--- src/common/uart_config.svh ---
/*
 * UART peripheral configuration.
 * Bus widths and the address bits that select a register.
 */

`ifndef UART_CONFIG_SVH
`define UART_CONFIG_SVH

// Register bus.
`define UART_ADDR_WIDTH 8
`define UART_DATA_WIDTH 32
`define UART_BE_WIDTH   4

// Word aligned registers at 0x0, 0x4, 0x8 and 0xC.
`define UART_REG_LSB 2
`define UART_REG_MSB 3

`endif

--- src/common/uart_reg_pkg.sv ---
/*
 * UART register map types.
 * Bus vectors, register index and the layout of each register.
 */

`default_nettype none

`include "uart_config.svh"

package uart_reg_pkg;

    typedef logic [`UART_ADDR_WIDTH-1:0] uart_addr_t;
    typedef logic [`UART_DATA_WIDTH-1:0] uart_word_t;
    typedef logic [`UART_BE_WIDTH-1:0]   uart_be_t;

    typedef enum logic [`UART_REG_MSB-`UART_REG_LSB:0] {
        CTRL_0  = 2'h0,
        CTRL_1  = 2'h1,
        DATA_TX = 2'h2,
        DATA_RX = 2'h3
    } uart_reg_t;

    // Baud divisor in clock cycles per bit.
    typedef struct packed {
        logic [31:0] baud;
    } uart_ctrl_0_t;

    typedef struct packed {
        logic [30:0] rsvd;
        logic        enable;
    } uart_ctrl_1_t;

    typedef struct packed {
        logic [22:0] rsvd;
        logic        tx_flag;
        logic [7:0]  tx_data;
    } uart_data_tx_t;

    typedef struct packed {
        logic [22:0] rsvd;
        logic        rx_flag;
        logic [7:0]  rx_data;
    } uart_data_rx_t;

endpackage

`default_nettype wire

--- src/common/uart_link_pkg.sv ---
/*
 * UART serial link types.
 * Payload, baud and bit counters, and the engine state machines.
 */

`default_nettype none

package uart_link_pkg;

    typedef logic [7:0]  uart_byte_t;
    typedef logic [31:0] baud_div_t;
    typedef logic [2:0]  bit_idx_t;

    typedef enum logic [1:0] {
        TX_IDLE,
        TX_START,
        TX_DATA,
        TX_STOP
    } tx_state_t;

    // HOLD waits for the line to return high after a bad stop bit.
    typedef enum logic [2:0] {
        RX_IDLE,
        RX_START,
        RX_DATA,
        RX_STOP,
        RX_HOLD
    } rx_state_t;

endpackage

`default_nettype wire

--- src/uart/uart_tx.sv ---
/*
 * UART transmitter.
 * Sends each accepted byte as an 8N1 frame, LSB first.
 */

`default_nettype none

module uart_tx
    import uart_link_pkg::*;
(
    input  logic       clk_i,
    input  logic       rst_n_i,

    input  baud_div_t  baud_div_i,

    input  uart_byte_t in_data_i,
    input  logic       in_valid_i,
    output logic       in_ready_o,

    output logic       tx_o
);

    tx_state_t  state;
    baud_div_t  cycle_cnt;
    bit_idx_t   bit_idx;
    uart_byte_t shift_q;
    logic       bit_end;

    // Not ready while held in reset.
    assign in_ready_o = rst_n_i && (state == TX_IDLE);
    assign bit_end    = (cycle_cnt == baud_div_i - 1'b1);

    always_ff @(posedge clk_i or negedge rst_n_i) begin
        if (!rst_n_i) begin
            state     <= TX_IDLE;
            cycle_cnt <= '0;
            bit_idx   <= '0;
            tx_o      <= 1'b1;
        end else begin
            case (state)
                TX_IDLE: begin
                    if (in_valid_i) begin
                        tx_o      <= 1'b0;
                        cycle_cnt <= '0;
                        state     <= TX_START;
                    end
                end
                TX_START: begin
                    if (bit_end) begin
                        cycle_cnt <= '0;
                        bit_idx   <= '0;
                        tx_o      <= shift_q[0];
                        state     <= TX_DATA;
                    end else begin
                        cycle_cnt <= cycle_cnt + 1'b1;
                    end
                end
                TX_DATA: begin
                    if (bit_end) begin
                        cycle_cnt <= '0;
                        if (bit_idx == 3'd7) begin
                            tx_o  <= 1'b1;
                            state <= TX_STOP;
                        end else begin
                            bit_idx <= bit_idx + 3'd1;
                            tx_o    <= shift_q[1];
                        end
                    end else begin
                        cycle_cnt <= cycle_cnt + 1'b1;
                    end
                end
                default: begin
                    // Stop bit, line already high.
                    if (bit_end) begin
                        cycle_cnt <= '0;
                        state     <= TX_IDLE;
                    end else begin
                        cycle_cnt <= cycle_cnt + 1'b1;
                    end
                end
            endcase
        end
    end

    // Payload shifter, bit 0 is the next bit on the line.
    always_ff @(posedge clk_i) begin
        if (state == TX_IDLE && in_valid_i) begin
            shift_q <= in_data_i;
        end else if (state == TX_DATA && bit_end) begin
            shift_q <= {1'b0, shift_q[7:1]};
        end
    end

endmodule

`default_nettype wire

--- src/uart/uart_rx.sv ---
/*
 * UART receiver.
 * Samples 8N1 frames at mid-bit and holds one byte until it is consumed.
 */

`default_nettype none

module uart_rx
    import uart_link_pkg::*;
(
    input  logic       clk_i,
    input  logic       rst_n_i,

    input  baud_div_t  baud_div_i,

    output uart_byte_t out_data_o,
    output logic       out_valid_o,
    input  logic       out_ready_i,

    input  logic       rx_i
);

    logic       rx_meta;
    logic       rx_sync;
    logic       rx_prev;
    logic       fall_edge;

    rx_state_t  state;
    baud_div_t  cycle_cnt;
    bit_idx_t   bit_idx;
    uart_byte_t shift_q;
    logic       half_end;
    logic       bit_end;

    // Line idles high, so the synchronizer resets to 1.
    always_ff @(posedge clk_i or negedge rst_n_i) begin
        if (!rst_n_i) begin
            rx_meta <= 1'b1;
            rx_sync <= 1'b1;
            rx_prev <= 1'b1;
        end else begin
            rx_meta <= rx_i;
            rx_sync <= rx_meta;
            rx_prev <= rx_sync;
        end
    end

    assign fall_edge = rx_prev && !rx_sync;
    assign half_end  = (cycle_cnt == (baud_div_i >> 1) - 1'b1);
    assign bit_end   = (cycle_cnt == baud_div_i - 1'b1);

    always_ff @(posedge clk_i or negedge rst_n_i) begin
        if (!rst_n_i) begin
            state       <= RX_IDLE;
            cycle_cnt   <= '0;
            bit_idx     <= '0;
            out_data_o  <= '0;
            out_valid_o <= 1'b0;
        end else begin
            if (out_valid_o && out_ready_i) begin
                out_valid_o <= 1'b0;
            end

            case (state)
                RX_IDLE: begin
                    if (fall_edge) begin
                        cycle_cnt <= '0;
                        state     <= RX_START;
                    end
                end
                RX_START: begin
                    // Middle of the start bit, a glitch goes back to idle.
                    if (half_end) begin
                        cycle_cnt <= '0;
                        bit_idx   <= '0;
                        state     <= rx_sync ? RX_IDLE : RX_DATA;
                    end else begin
                        cycle_cnt <= cycle_cnt + 1'b1;
                    end
                end
                RX_DATA: begin
                    if (bit_end) begin
                        cycle_cnt <= '0;
                        bit_idx   <= bit_idx + 3'd1;
                        if (bit_idx == 3'd7) begin
                            state <= RX_STOP;
                        end
                    end else begin
                        cycle_cnt <= cycle_cnt + 1'b1;
                    end
                end
                RX_STOP: begin
                    if (bit_end) begin
                        cycle_cnt <= '0;
                        // Frame dropped on a bad stop bit or while a byte is held.
                        if (rx_sync && !out_valid_o) begin
                            out_data_o  <= shift_q;
                            out_valid_o <= 1'b1;
                        end
                        state <= rx_sync ? RX_IDLE : RX_HOLD;
                    end else begin
                        cycle_cnt <= cycle_cnt + 1'b1;
                    end
                end
                default: begin
                    if (rx_sync) begin
                        state <= RX_IDLE;
                    end
                end
            endcase
        end
    end

    // LSB arrives first and ends up in bit 0 after eight shifts.
    always_ff @(posedge clk_i) begin
        if (state == RX_DATA && bit_end) begin
            shift_q <= {rx_sync, shift_q[7:1]};
        end
    end

endmodule

`default_nettype wire

--- src/uart/uart_core.sv ---
/*
 * UART core with its register block.
 * Decodes the register bus and connects the transmit and receive engines.
 */

`default_nettype none

`include "uart_config.svh"

module uart_core
    import uart_reg_pkg::*;
    import uart_link_pkg::*;
(
    input  logic       clk_i,
    input  logic       rst_n_i,

    input  logic       wr_en_i,
    input  uart_addr_t wr_addr_i,
    input  uart_word_t wr_data_i,
    input  uart_be_t   wr_byte_en_i,

    input  logic       rd_en_i,
    input  uart_addr_t rd_addr_i,
    output uart_word_t rd_data_o,

    input  logic       rx_i,
    output logic       tx_o
);

    uart_reg_t wr_sel;
    uart_reg_t rd_sel;
    logic      wr_hit;

    uart_ctrl_0_t ctrl_0;
    logic         soft_en;

    uart_byte_t tx_data;
    logic       tx_valid;
    logic       tx_ready;

    uart_byte_t rx_data;
    logic       rx_valid;
    logic       rx_ready;

    uart_ctrl_1_t  ctrl_1_view;
    uart_data_tx_t data_tx_view;
    uart_data_rx_t data_rx_view;
    uart_word_t    rd_word;

    assign wr_sel = uart_reg_t'(wr_addr_i[`UART_REG_MSB:`UART_REG_LSB]);
    assign rd_sel = uart_reg_t'(rd_addr_i[`UART_REG_MSB:`UART_REG_LSB]);

    // Any byte enable writes the whole register.
    assign wr_hit = wr_en_i && (|wr_byte_en_i);

    // Status words, reserved bits tied to 0.
    assign ctrl_1_view  = '{rsvd: '0, enable: soft_en};
    assign data_tx_view = '{rsvd: '0, tx_flag: tx_ready, tx_data: tx_data};
    assign data_rx_view = '{rsvd: '0, rx_flag: rx_valid, rx_data: rx_data};

    always_ff @(posedge clk_i or negedge rst_n_i) begin
        if (!rst_n_i) begin
            ctrl_0  <= '0;
            soft_en <= 1'b0;
        end else if (wr_hit) begin
            case (wr_sel)
                CTRL_0:  ctrl_0.baud <= wr_data_i;
                CTRL_1:  soft_en <= wr_data_i[0];
                default: ;
            endcase
        end
    end

    // Transmit holding register. A new write replaces a pending byte.
    always_ff @(posedge clk_i or negedge rst_n_i) begin
        if (!rst_n_i) begin
            tx_data  <= '0;
            tx_valid <= 1'b0;
        end else if (wr_hit && (wr_sel == DATA_TX)) begin
            tx_data  <= wr_data_i[7:0];
            tx_valid <= 1'b1;
        end else if (tx_ready || !soft_en) begin
            tx_valid <= 1'b0;
        end
    end

    // Pop the received byte after a read that saw it valid.
    always_ff @(posedge clk_i or negedge rst_n_i) begin
        if (!rst_n_i) begin
            rx_ready <= 1'b0;
        end else begin
            rx_ready <= rd_en_i && (rd_sel == DATA_RX) && rx_valid && !rx_ready;
        end
    end

    always_comb begin
        case (rd_sel)
            CTRL_0:  rd_word = ctrl_0;
            CTRL_1:  rd_word = ctrl_1_view;
            DATA_TX: rd_word = data_tx_view;
            default: rd_word = data_rx_view;
        endcase
    end

    always_ff @(posedge clk_i or negedge rst_n_i) begin
        if (!rst_n_i) begin
            rd_data_o <= '0;
        end else if (rd_en_i) begin
            rd_data_o <= rd_word;
        end
    end

    // Both engines are held in reset while the soft enable is low.
    uart_tx u_uart_tx (
        .clk_i      (clk_i),
        .rst_n_i    (soft_en),
        .baud_div_i (ctrl_0.baud),
        .in_data_i  (tx_data),
        .in_valid_i (tx_valid),
        .in_ready_o (tx_ready),
        .tx_o       (tx_o)
    );

    uart_rx u_uart_rx (
        .clk_i       (clk_i),
        .rst_n_i     (soft_en),
        .baud_div_i  (ctrl_0.baud),
        .out_data_o  (rx_data),
        .out_valid_o (rx_valid),
        .out_ready_i (rx_ready),
        .rx_i        (rx_i)
    );

endmodule

`default_nettype wire

--- config.mk ---
export PLATFORM = sky130hd
export DESIGN_NAME = uart_core
export DESIGN_NICKNAME = d
export VERILOG_FILES = /design/src/common/uart_reg_pkg.sv /design/src/common/uart_link_pkg.sv /design/src/uart/uart_tx.sv /design/src/uart/uart_rx.sv /design/src/uart/uart_core.sv
export VERILOG_INCLUDE_DIRS = /design/src /design/src/common
export SDC_FILE = /design/constraint.sdc
export NUM_CORES = 1
export LEC_CHECK = 0
export BUFFER_PORTS_ARGS = -buffer_cell sky130_fd_sc_hd__buf_2
export CORE_ASPECT_RATIO = 1.25
export CORE_MARGIN = 1.5
export CORE_UTILIZATION = 45
export CTS_CLUSTER_SIZE = 16
export DETAILED_ROUTE_END_ITERATION = 16
export GPL_ROUTABILITY_DRIVEN = 0
export SYNTH_ARGS = -nofsm -noshare
export SYNTH_HDL_FRONTEND = slang
export SYNTH_SLANG_ARGS = --single-unit
--- constraint.sdc ---
create_clock -name clk_i -period 2.9 [get_ports clk_i]
set_input_delay 0.29 -clock clk_i [delete_from_list [all_inputs] [get_ports clk_i]]
set_output_delay 0.29 -clock clk_i [all_outputs]
set_load 0.02 [all_outputs]
* Yosys cells after proc, flatten, opt, wreduce, memory -nomap -nowiden
Index checks and enable logic that the tools add are counted.
** Storage, ports and cells
- Bits in registers :: 179
- Output and inout bits :: 33
- Bits of input ports :: 57
** Cells by class
- Reductions and logical operators :: 40
- Mux-type cells :: 43
- Equality and inequality tests :: 25
- $add $sub $neg :: 6
** Operators with widths (number)
- 2-to-1 mux 32 bit :: 6
- one-hot mux 32 bit (3 select lines) :: 2
- equality test 32 bit :: 3
- adder 32 x 1 -> 32 bit, second input constant :: 2
- 2-to-1 mux 3 bit :: 12
- subtractor 31 x 1 -> 32 bit, second input constant :: 1
- subtractor 32 x 1 -> 32 bit, second input constant :: 1
- 2-to-1 mux 8 bit :: 2
- != test 2 x 1 -> 1 bit, second input constant :: 8
- logical AND 1 bit :: 12
- 2-to-1 mux 2 bit :: 6
- one-hot mux 3 bit (2 select lines) :: 2
- one-hot mux 3 bit (4 select lines) :: 1
- 2-to-1 mux 1 bit :: 10
- nonzero test 2 bit :: 5
- equality test 2 bit, second input constant :: 4
- AND reduction 4 bit :: 2
- adder 3 x 1 -> 3 bit, second input constant :: 2
- equality test 2 x 1 -> 1 bit, second input constant :: 3
- equality test 3 x 2 -> 1 bit, second input constant :: 2
- equality test 3 bit, second input constant :: 2
- zero test 2 bit :: 3
- one-hot mux 2 bit (3 select lines) :: 1
- AND reduction 2 bit :: 3
- other kinds (13) :: 19

* Longest topological paths before layout
- Word-level depth :: 5
- Mapped depth :: 16
- Depth with buffers taken out :: 11

* Modules after synthesis
Synthesis repeated with hierarchy kept, for this count alone.
** Second synthesis, totals
- Cell total of the unflattened synthesis :: 1325
- Area, all modules :: 12164.2 um^2
** Modules (own cells, without submodules)
- uart_rx :: area each 5492.8 um^2, cells an instance 683, instances 1
- uart_tx :: area each 3691.0 um^2, cells an instance 443, instances 1
- uart_core :: area each 2980.4 um^2, cells an instance 199, instances 1

* Worst setup path before layout
Ideal clock, no wire load.
- Kind :: register to register
- Start :: reg ctrl_0[1] (netlist name)
- End :: reg u_uart_tx.state[1]
- Setup time :: 0.125 ns
- Period minus slack after synthesis :: 3.889 ns
- Setup slack :: -0.989 ns
- Cell stages (with the launch flop) :: 16
- Data arrival time :: 3.764 ns
- Cells stage by stage :: dfrtp_1 > clkbuf_1 > inv_1 > ha_1 > clkbuf_1 > nor4b_2 > nand3_1 > clkbuf_1 > o21ai_0 > a21oi_1 > or4_4 > nor4_4 > and2_1 > buf_6 > o221a_4 > mux2_4
** On the way
- Word-level cells in the longest chain between the ends :: 4
** Ends and longest elaborated chain
- from (decl) :: line uart_core.sv:34 : uart_ctrl_0_t ctrl_0;
- subtractor 32 x 1 -> 32 bit * :: line uart_tx.sv:31 : assign bit_end = (cycle_cnt == baud_div_i - 1'b1);
- equality test 32 bit * :: line uart_tx.sv:31
- != test 2 x 1 -> 1 bit (no source line) or nonzero test 2 bit (tied branches)
- AND reduction 5 bit (no source line) *
- to (signal assigned) :: line uart_tx.sv:35 : state <= TX_IDLE;
- to (signal assigned) :: line uart_tx.sv:45 : state <= TX_START;
- to (signal assigned) :: line uart_tx.sv:53 : state <= TX_DATA;
- to (decl) :: line uart_tx.sv:23 : tx_state_t state;
Mark *: on every way between the ends. The rest lies on a longest branch, timed or not.
A chain may end at the register's enable or synchronous reset.

* Worst setup path after layout
Ends and elaborated chain as after synthesis.

==> impl_metrics.json <==
{
  "ys_seq_elements": 179,
  "antenna_cells": 0,
  "slew_viol_final": 0,
  "gr-total-overflow": 0,
  "final_cell_mix": "buf_4 (244), dfrtp_1 (150), nand2_1 (102)",
  "clkSinkCount": 179,
  "clock_latency_ns": 0.46,
  "grt_pass1_vias": 10500,
  "whs_ns": 0.0567,
  "final.setup_skew_ns": 0.0140,
  "regToRegSetupSlack_ns": -0.64,
  "drv_cap": 0,
  "status": "finished, violations left",
  "crit_path_end": "u_uart_tx.state[1]",
  "synth_edf_count": 16,
  "grt_pass1_wl_mm": 58.3,
  "setup_tns_ns": -49.09,
  "met2_usage_pct": 47.2,
  "ys_warn_count": 0,
  "hold_viol": 0,
  "crit_type": "reg -> reg",
  "reg2reg_to": "u_uart_tx.state[1]",
  "synthArstFlopShare_pct": 91.1,
  "seq_power_share_pct": 36.2,
  "ff2ff_path_depth": 11,
  "finalPower_mw": 8.76,
  "p_int_mw": 5.49,
  "drt-vias-per-instance": 5.82,
  "row_count": 65,
  "placement.io_buffers": 77,
  "syn-num-nets": 1365,
  "io_pins": 90,
  "startpoint_type": "register",
  "h-tree-depth": 4,
  "wl_per_cell_um": 19.9,
  "hpwlAfterDp_mm": 27.5,
  "worst_slack_ns": -0.644,
  "power_leakage_nw": 6.82,
  "crit_start": "ctrl_0[1]",
  "slew_headroom_pct": 47.6,
  "clk_path_buf_depth": 2,
  "timing.rr.start": "ctrl_0[1]",
  "placed_cells": 1839,
  "final_layout_size_suffix_gt1_share_pct": 39.6,
  "rsz0062_at_grt": "yes",
  "min_period_ns": 3.54,
  "clk_pin_slew_ns": 0.07,
  "max_freq_mhz": 282,
  "synth_area_um2": 11700,
  "combPwrFrac_pct": 37.6,
  "grt_util_all_layers_pct": 28.1,
  "finalWirelength_mm": 38.0,
  "tritoncts": "done",
  "synth.avg_cell_area_um2": 9.04,
  "via_count": 11100,
  "critPathMostFrequentCell": "nor4_4",
  "cp_num_cells": 11,
  "end_kind": "register",
  "required_ns": 3.24,
  "setup_viol": 101,
  "hold_path_class": "in -> reg",
  "numCtsBuffers": 17,
  "die_area_um2": 27000,
  "met3_usage_pct": 4.32,
  "pwr_density_cell_nw_per_um2": 547,
  "finalNonFillerCells": 1914,
  "core_um2": 25500,
  "pwr-share-clk_pct": 26.1,
  "start_util_pct": 46.1,
  "crit_fanout": 6,
  "post-route-util_pct": 62.9,
  "firstDrtPassIters": 5,
  "drtAntennaViolNets": 0,
  "use_met1_pct": 36.7,
  "die_h_um": 183,
  "arrival_ns": 3.89,
  "switching_share_pct": 37.3,
  "grt_max_degree": 52,
  "drcViolationCount": 0,
  "ys_types": 80,
  "antenna_found_initial": 0,
  "nFillCells": 2132,
  "syn_inst": 1297,
  "drtIter0Drc": 618,
  "ys.flop_type": "dfrtp_1",
  "fin_crit_sh_pct": 122,
  "critical_path.max_stage_delay_ns": 0.45,
  "ctsRootBufferMaster": "clkbuf_16",
  "cp_num_buf_inv": 1,
  "tightest_slew_ns": 0.786,
  "cp_slowest_cell": "dfrtp_2",
  "synth-seq-area-share_pct": 38.9,
  "die_w_um": 147,
  "violations": "setup timing",
  "final_nets": 1634,
  "vdd_drop_max_v": 0.000371,
  "crit_chain": "inv_8, ha_4, or3b_4, nor4_4, xnor2_1, a211o_1, or4_4, nor4_4, and2_4, o221a_4, mux2_4",
  "final_common_cell": "buf_4",
  "cpLargestDelayFamily": "simple AND/OR/NAND/NOR gates",
  "switchingPower_mw": 3.27,
  "area_delta_synth_final_pct": 36.7,
  "busiest_layer": "met2"
}
[power by group through the flow]
stage	logic (mW)	clock network, mW	registers, mW
5_1_grt	3.55	2.42	3.22
3_3_place_gp	2.98	0	3.20
3_5_place_dp	3.00	0	3.21
6_report	3.30	2.29	3.18
2_1_floorplan	1.93	0	3.12
4_1_cts	3.12	2.33	3.17
[worst register-to-register path, cell delays in order (launching register included)]
cell and delay [ns]:
dfrtp_2 0.45, inv_8 0.08, ha_4 0.14, or3b_4 0.39
nor4_4 0.36, xnor2_1 0.15, a211o_1 0.28, or4_4 0.43
nor4_4 0.39, and2_4 0.28, o221a_4 0.20, mux2_4 0.29
[cell usage after synthesis (4+ instances only)]
library cell,number,area share (%)
dfrtp_1,159,34
nand2_1,110,3.5
clkbuf_1,96,3.1
xnor2_1,79,5.9
o21ai_0,74,3.2
nor2_1,73,2.3
mux2_2,60,5.8
a21oi_1,57,2.4
nand3_1,57,2.4
inv_1,50,1.6
nor3_1,36,1.5
nor4_1,29,1.5
xor2_1,29,2.2
a31oi_1,28,1.5
and3_1,27,1.4
nand4_1,23,1.2
nand2b_1,20,1.1
a211oi_1,19,1.2
or3_1,18,0.96
edfxtp_1,16,4.1
nor2b_1,14,0.75
nor3b_1,12,0.77
a22oi_1,11,0.70
and4_1,11,0.82
ha_1,11,1.2
or4_1,10,0.64
mux2i_1,9,0.77
o211ai_1,9,0.58
o31ai_1,8,0.51
xnor3_1,8,1.5
buf_1,7,0.22
o41ai_1,7,0.52
buf_2,6,0.26
buf_6,6,0.58
a21o_1,5,0.32
and2_1,5,0.27
o22ai_1,5,0.27
o2bb2ai_1,5,0.37
o311ai_0,5,0.37
o31a_1,5,0.37
a311oi_1,4,0.30
dfstp_2,4,0.90
[final cells by class]
type	count	area [µm²]	area share, %
clock inverter	15	138	0.859
clock buffer	17	425	2.65
multi-input combinational	952	7450	46.5
timing repair buffer	366	2810	17.6
inverter	50	198	1.23
sequential	179	4580	28.6
tap	335	419	2.62
[timing repair]
item / CTS / global route
hold endpoints to repair: 50 / 0
resized for setup: 69 / 88
gates cloned: 2 / 4
setup endpoints to repair: 101 / 101
buffers inserted: 23 / 22
pin swaps: 11 / 38
hold buffers: 2 / 0
[flip-flops by register name, indices dropped and copies added (netlist names), 2 cells and up]
name / flops
ctrl_0: 32
rd_data_o: 32
tx_data: 8
u_uart_rx.bit_idx: 3
u_uart_rx.cycle_cnt: 32
u_uart_rx.out_data_o: 8
u_uart_rx.shift_q: 8
u_uart_rx.state: 3
u_uart_tx.bit_idx: 3
u_uart_tx.cycle_cnt: 32
u_uart_tx.shift_q: 8
u_uart_tx.state: 2
[metal layers]
layer | routed length [µm] | part of all wire (%)
met3 | 1940 | 5.1
met2 | 18800 | 50
met5 | 0 | 0
met1 | 16100 | 42
met4 | 1160 | 3.0
[how the worst min path moves through the flow]
stage	start	to	cells after the start
2_1_floorplan	rst_n_i	ctrl_0[0]	0
3_3_place_gp	u_uart_rx.rx_meta	u_uart_rx.rx_sync	0
3_5_place_dp	u_uart_rx.rx_meta	u_uart_rx.rx_sync	0
4_1_cts	wr_data_i[12]	ctrl_0[12]	3
5_1_grt	wr_data_i[23]	ctrl_0[23]	2
6_report	wr_data_i[12]	ctrl_0[12]	3
[logic make-up (layout without fill, tap and decap cells)]
group	Yosys count	after routing	share of synthesized area [%]
multiplexers	71	71	6.85
adder cells (fa/ha/maj)	11	11	1.17
XOR/XNOR	118	118	10.0
AO/OA/AOI/OAI	278	279	15.4
AND/OR/NAND/NOR	473	473	21.7
buffers and inverters	167	448	5.86
flip-flops	179	179	38.9
[per-stage QoR]
| stage | area, µm² | worst slack, ns |
|---|---|---|
| floorplan | 12300 | -0.552 |
| global placement | 14400 | -0.659 |
| detailed placement | 14400 | -0.711 |
| CTS | 15500 | -0.609 |
| global route | 16000 | -0.740 |
| finish | 16000 | -0.644 |
No activity file was read; power rests on OpenSTA's default activity.
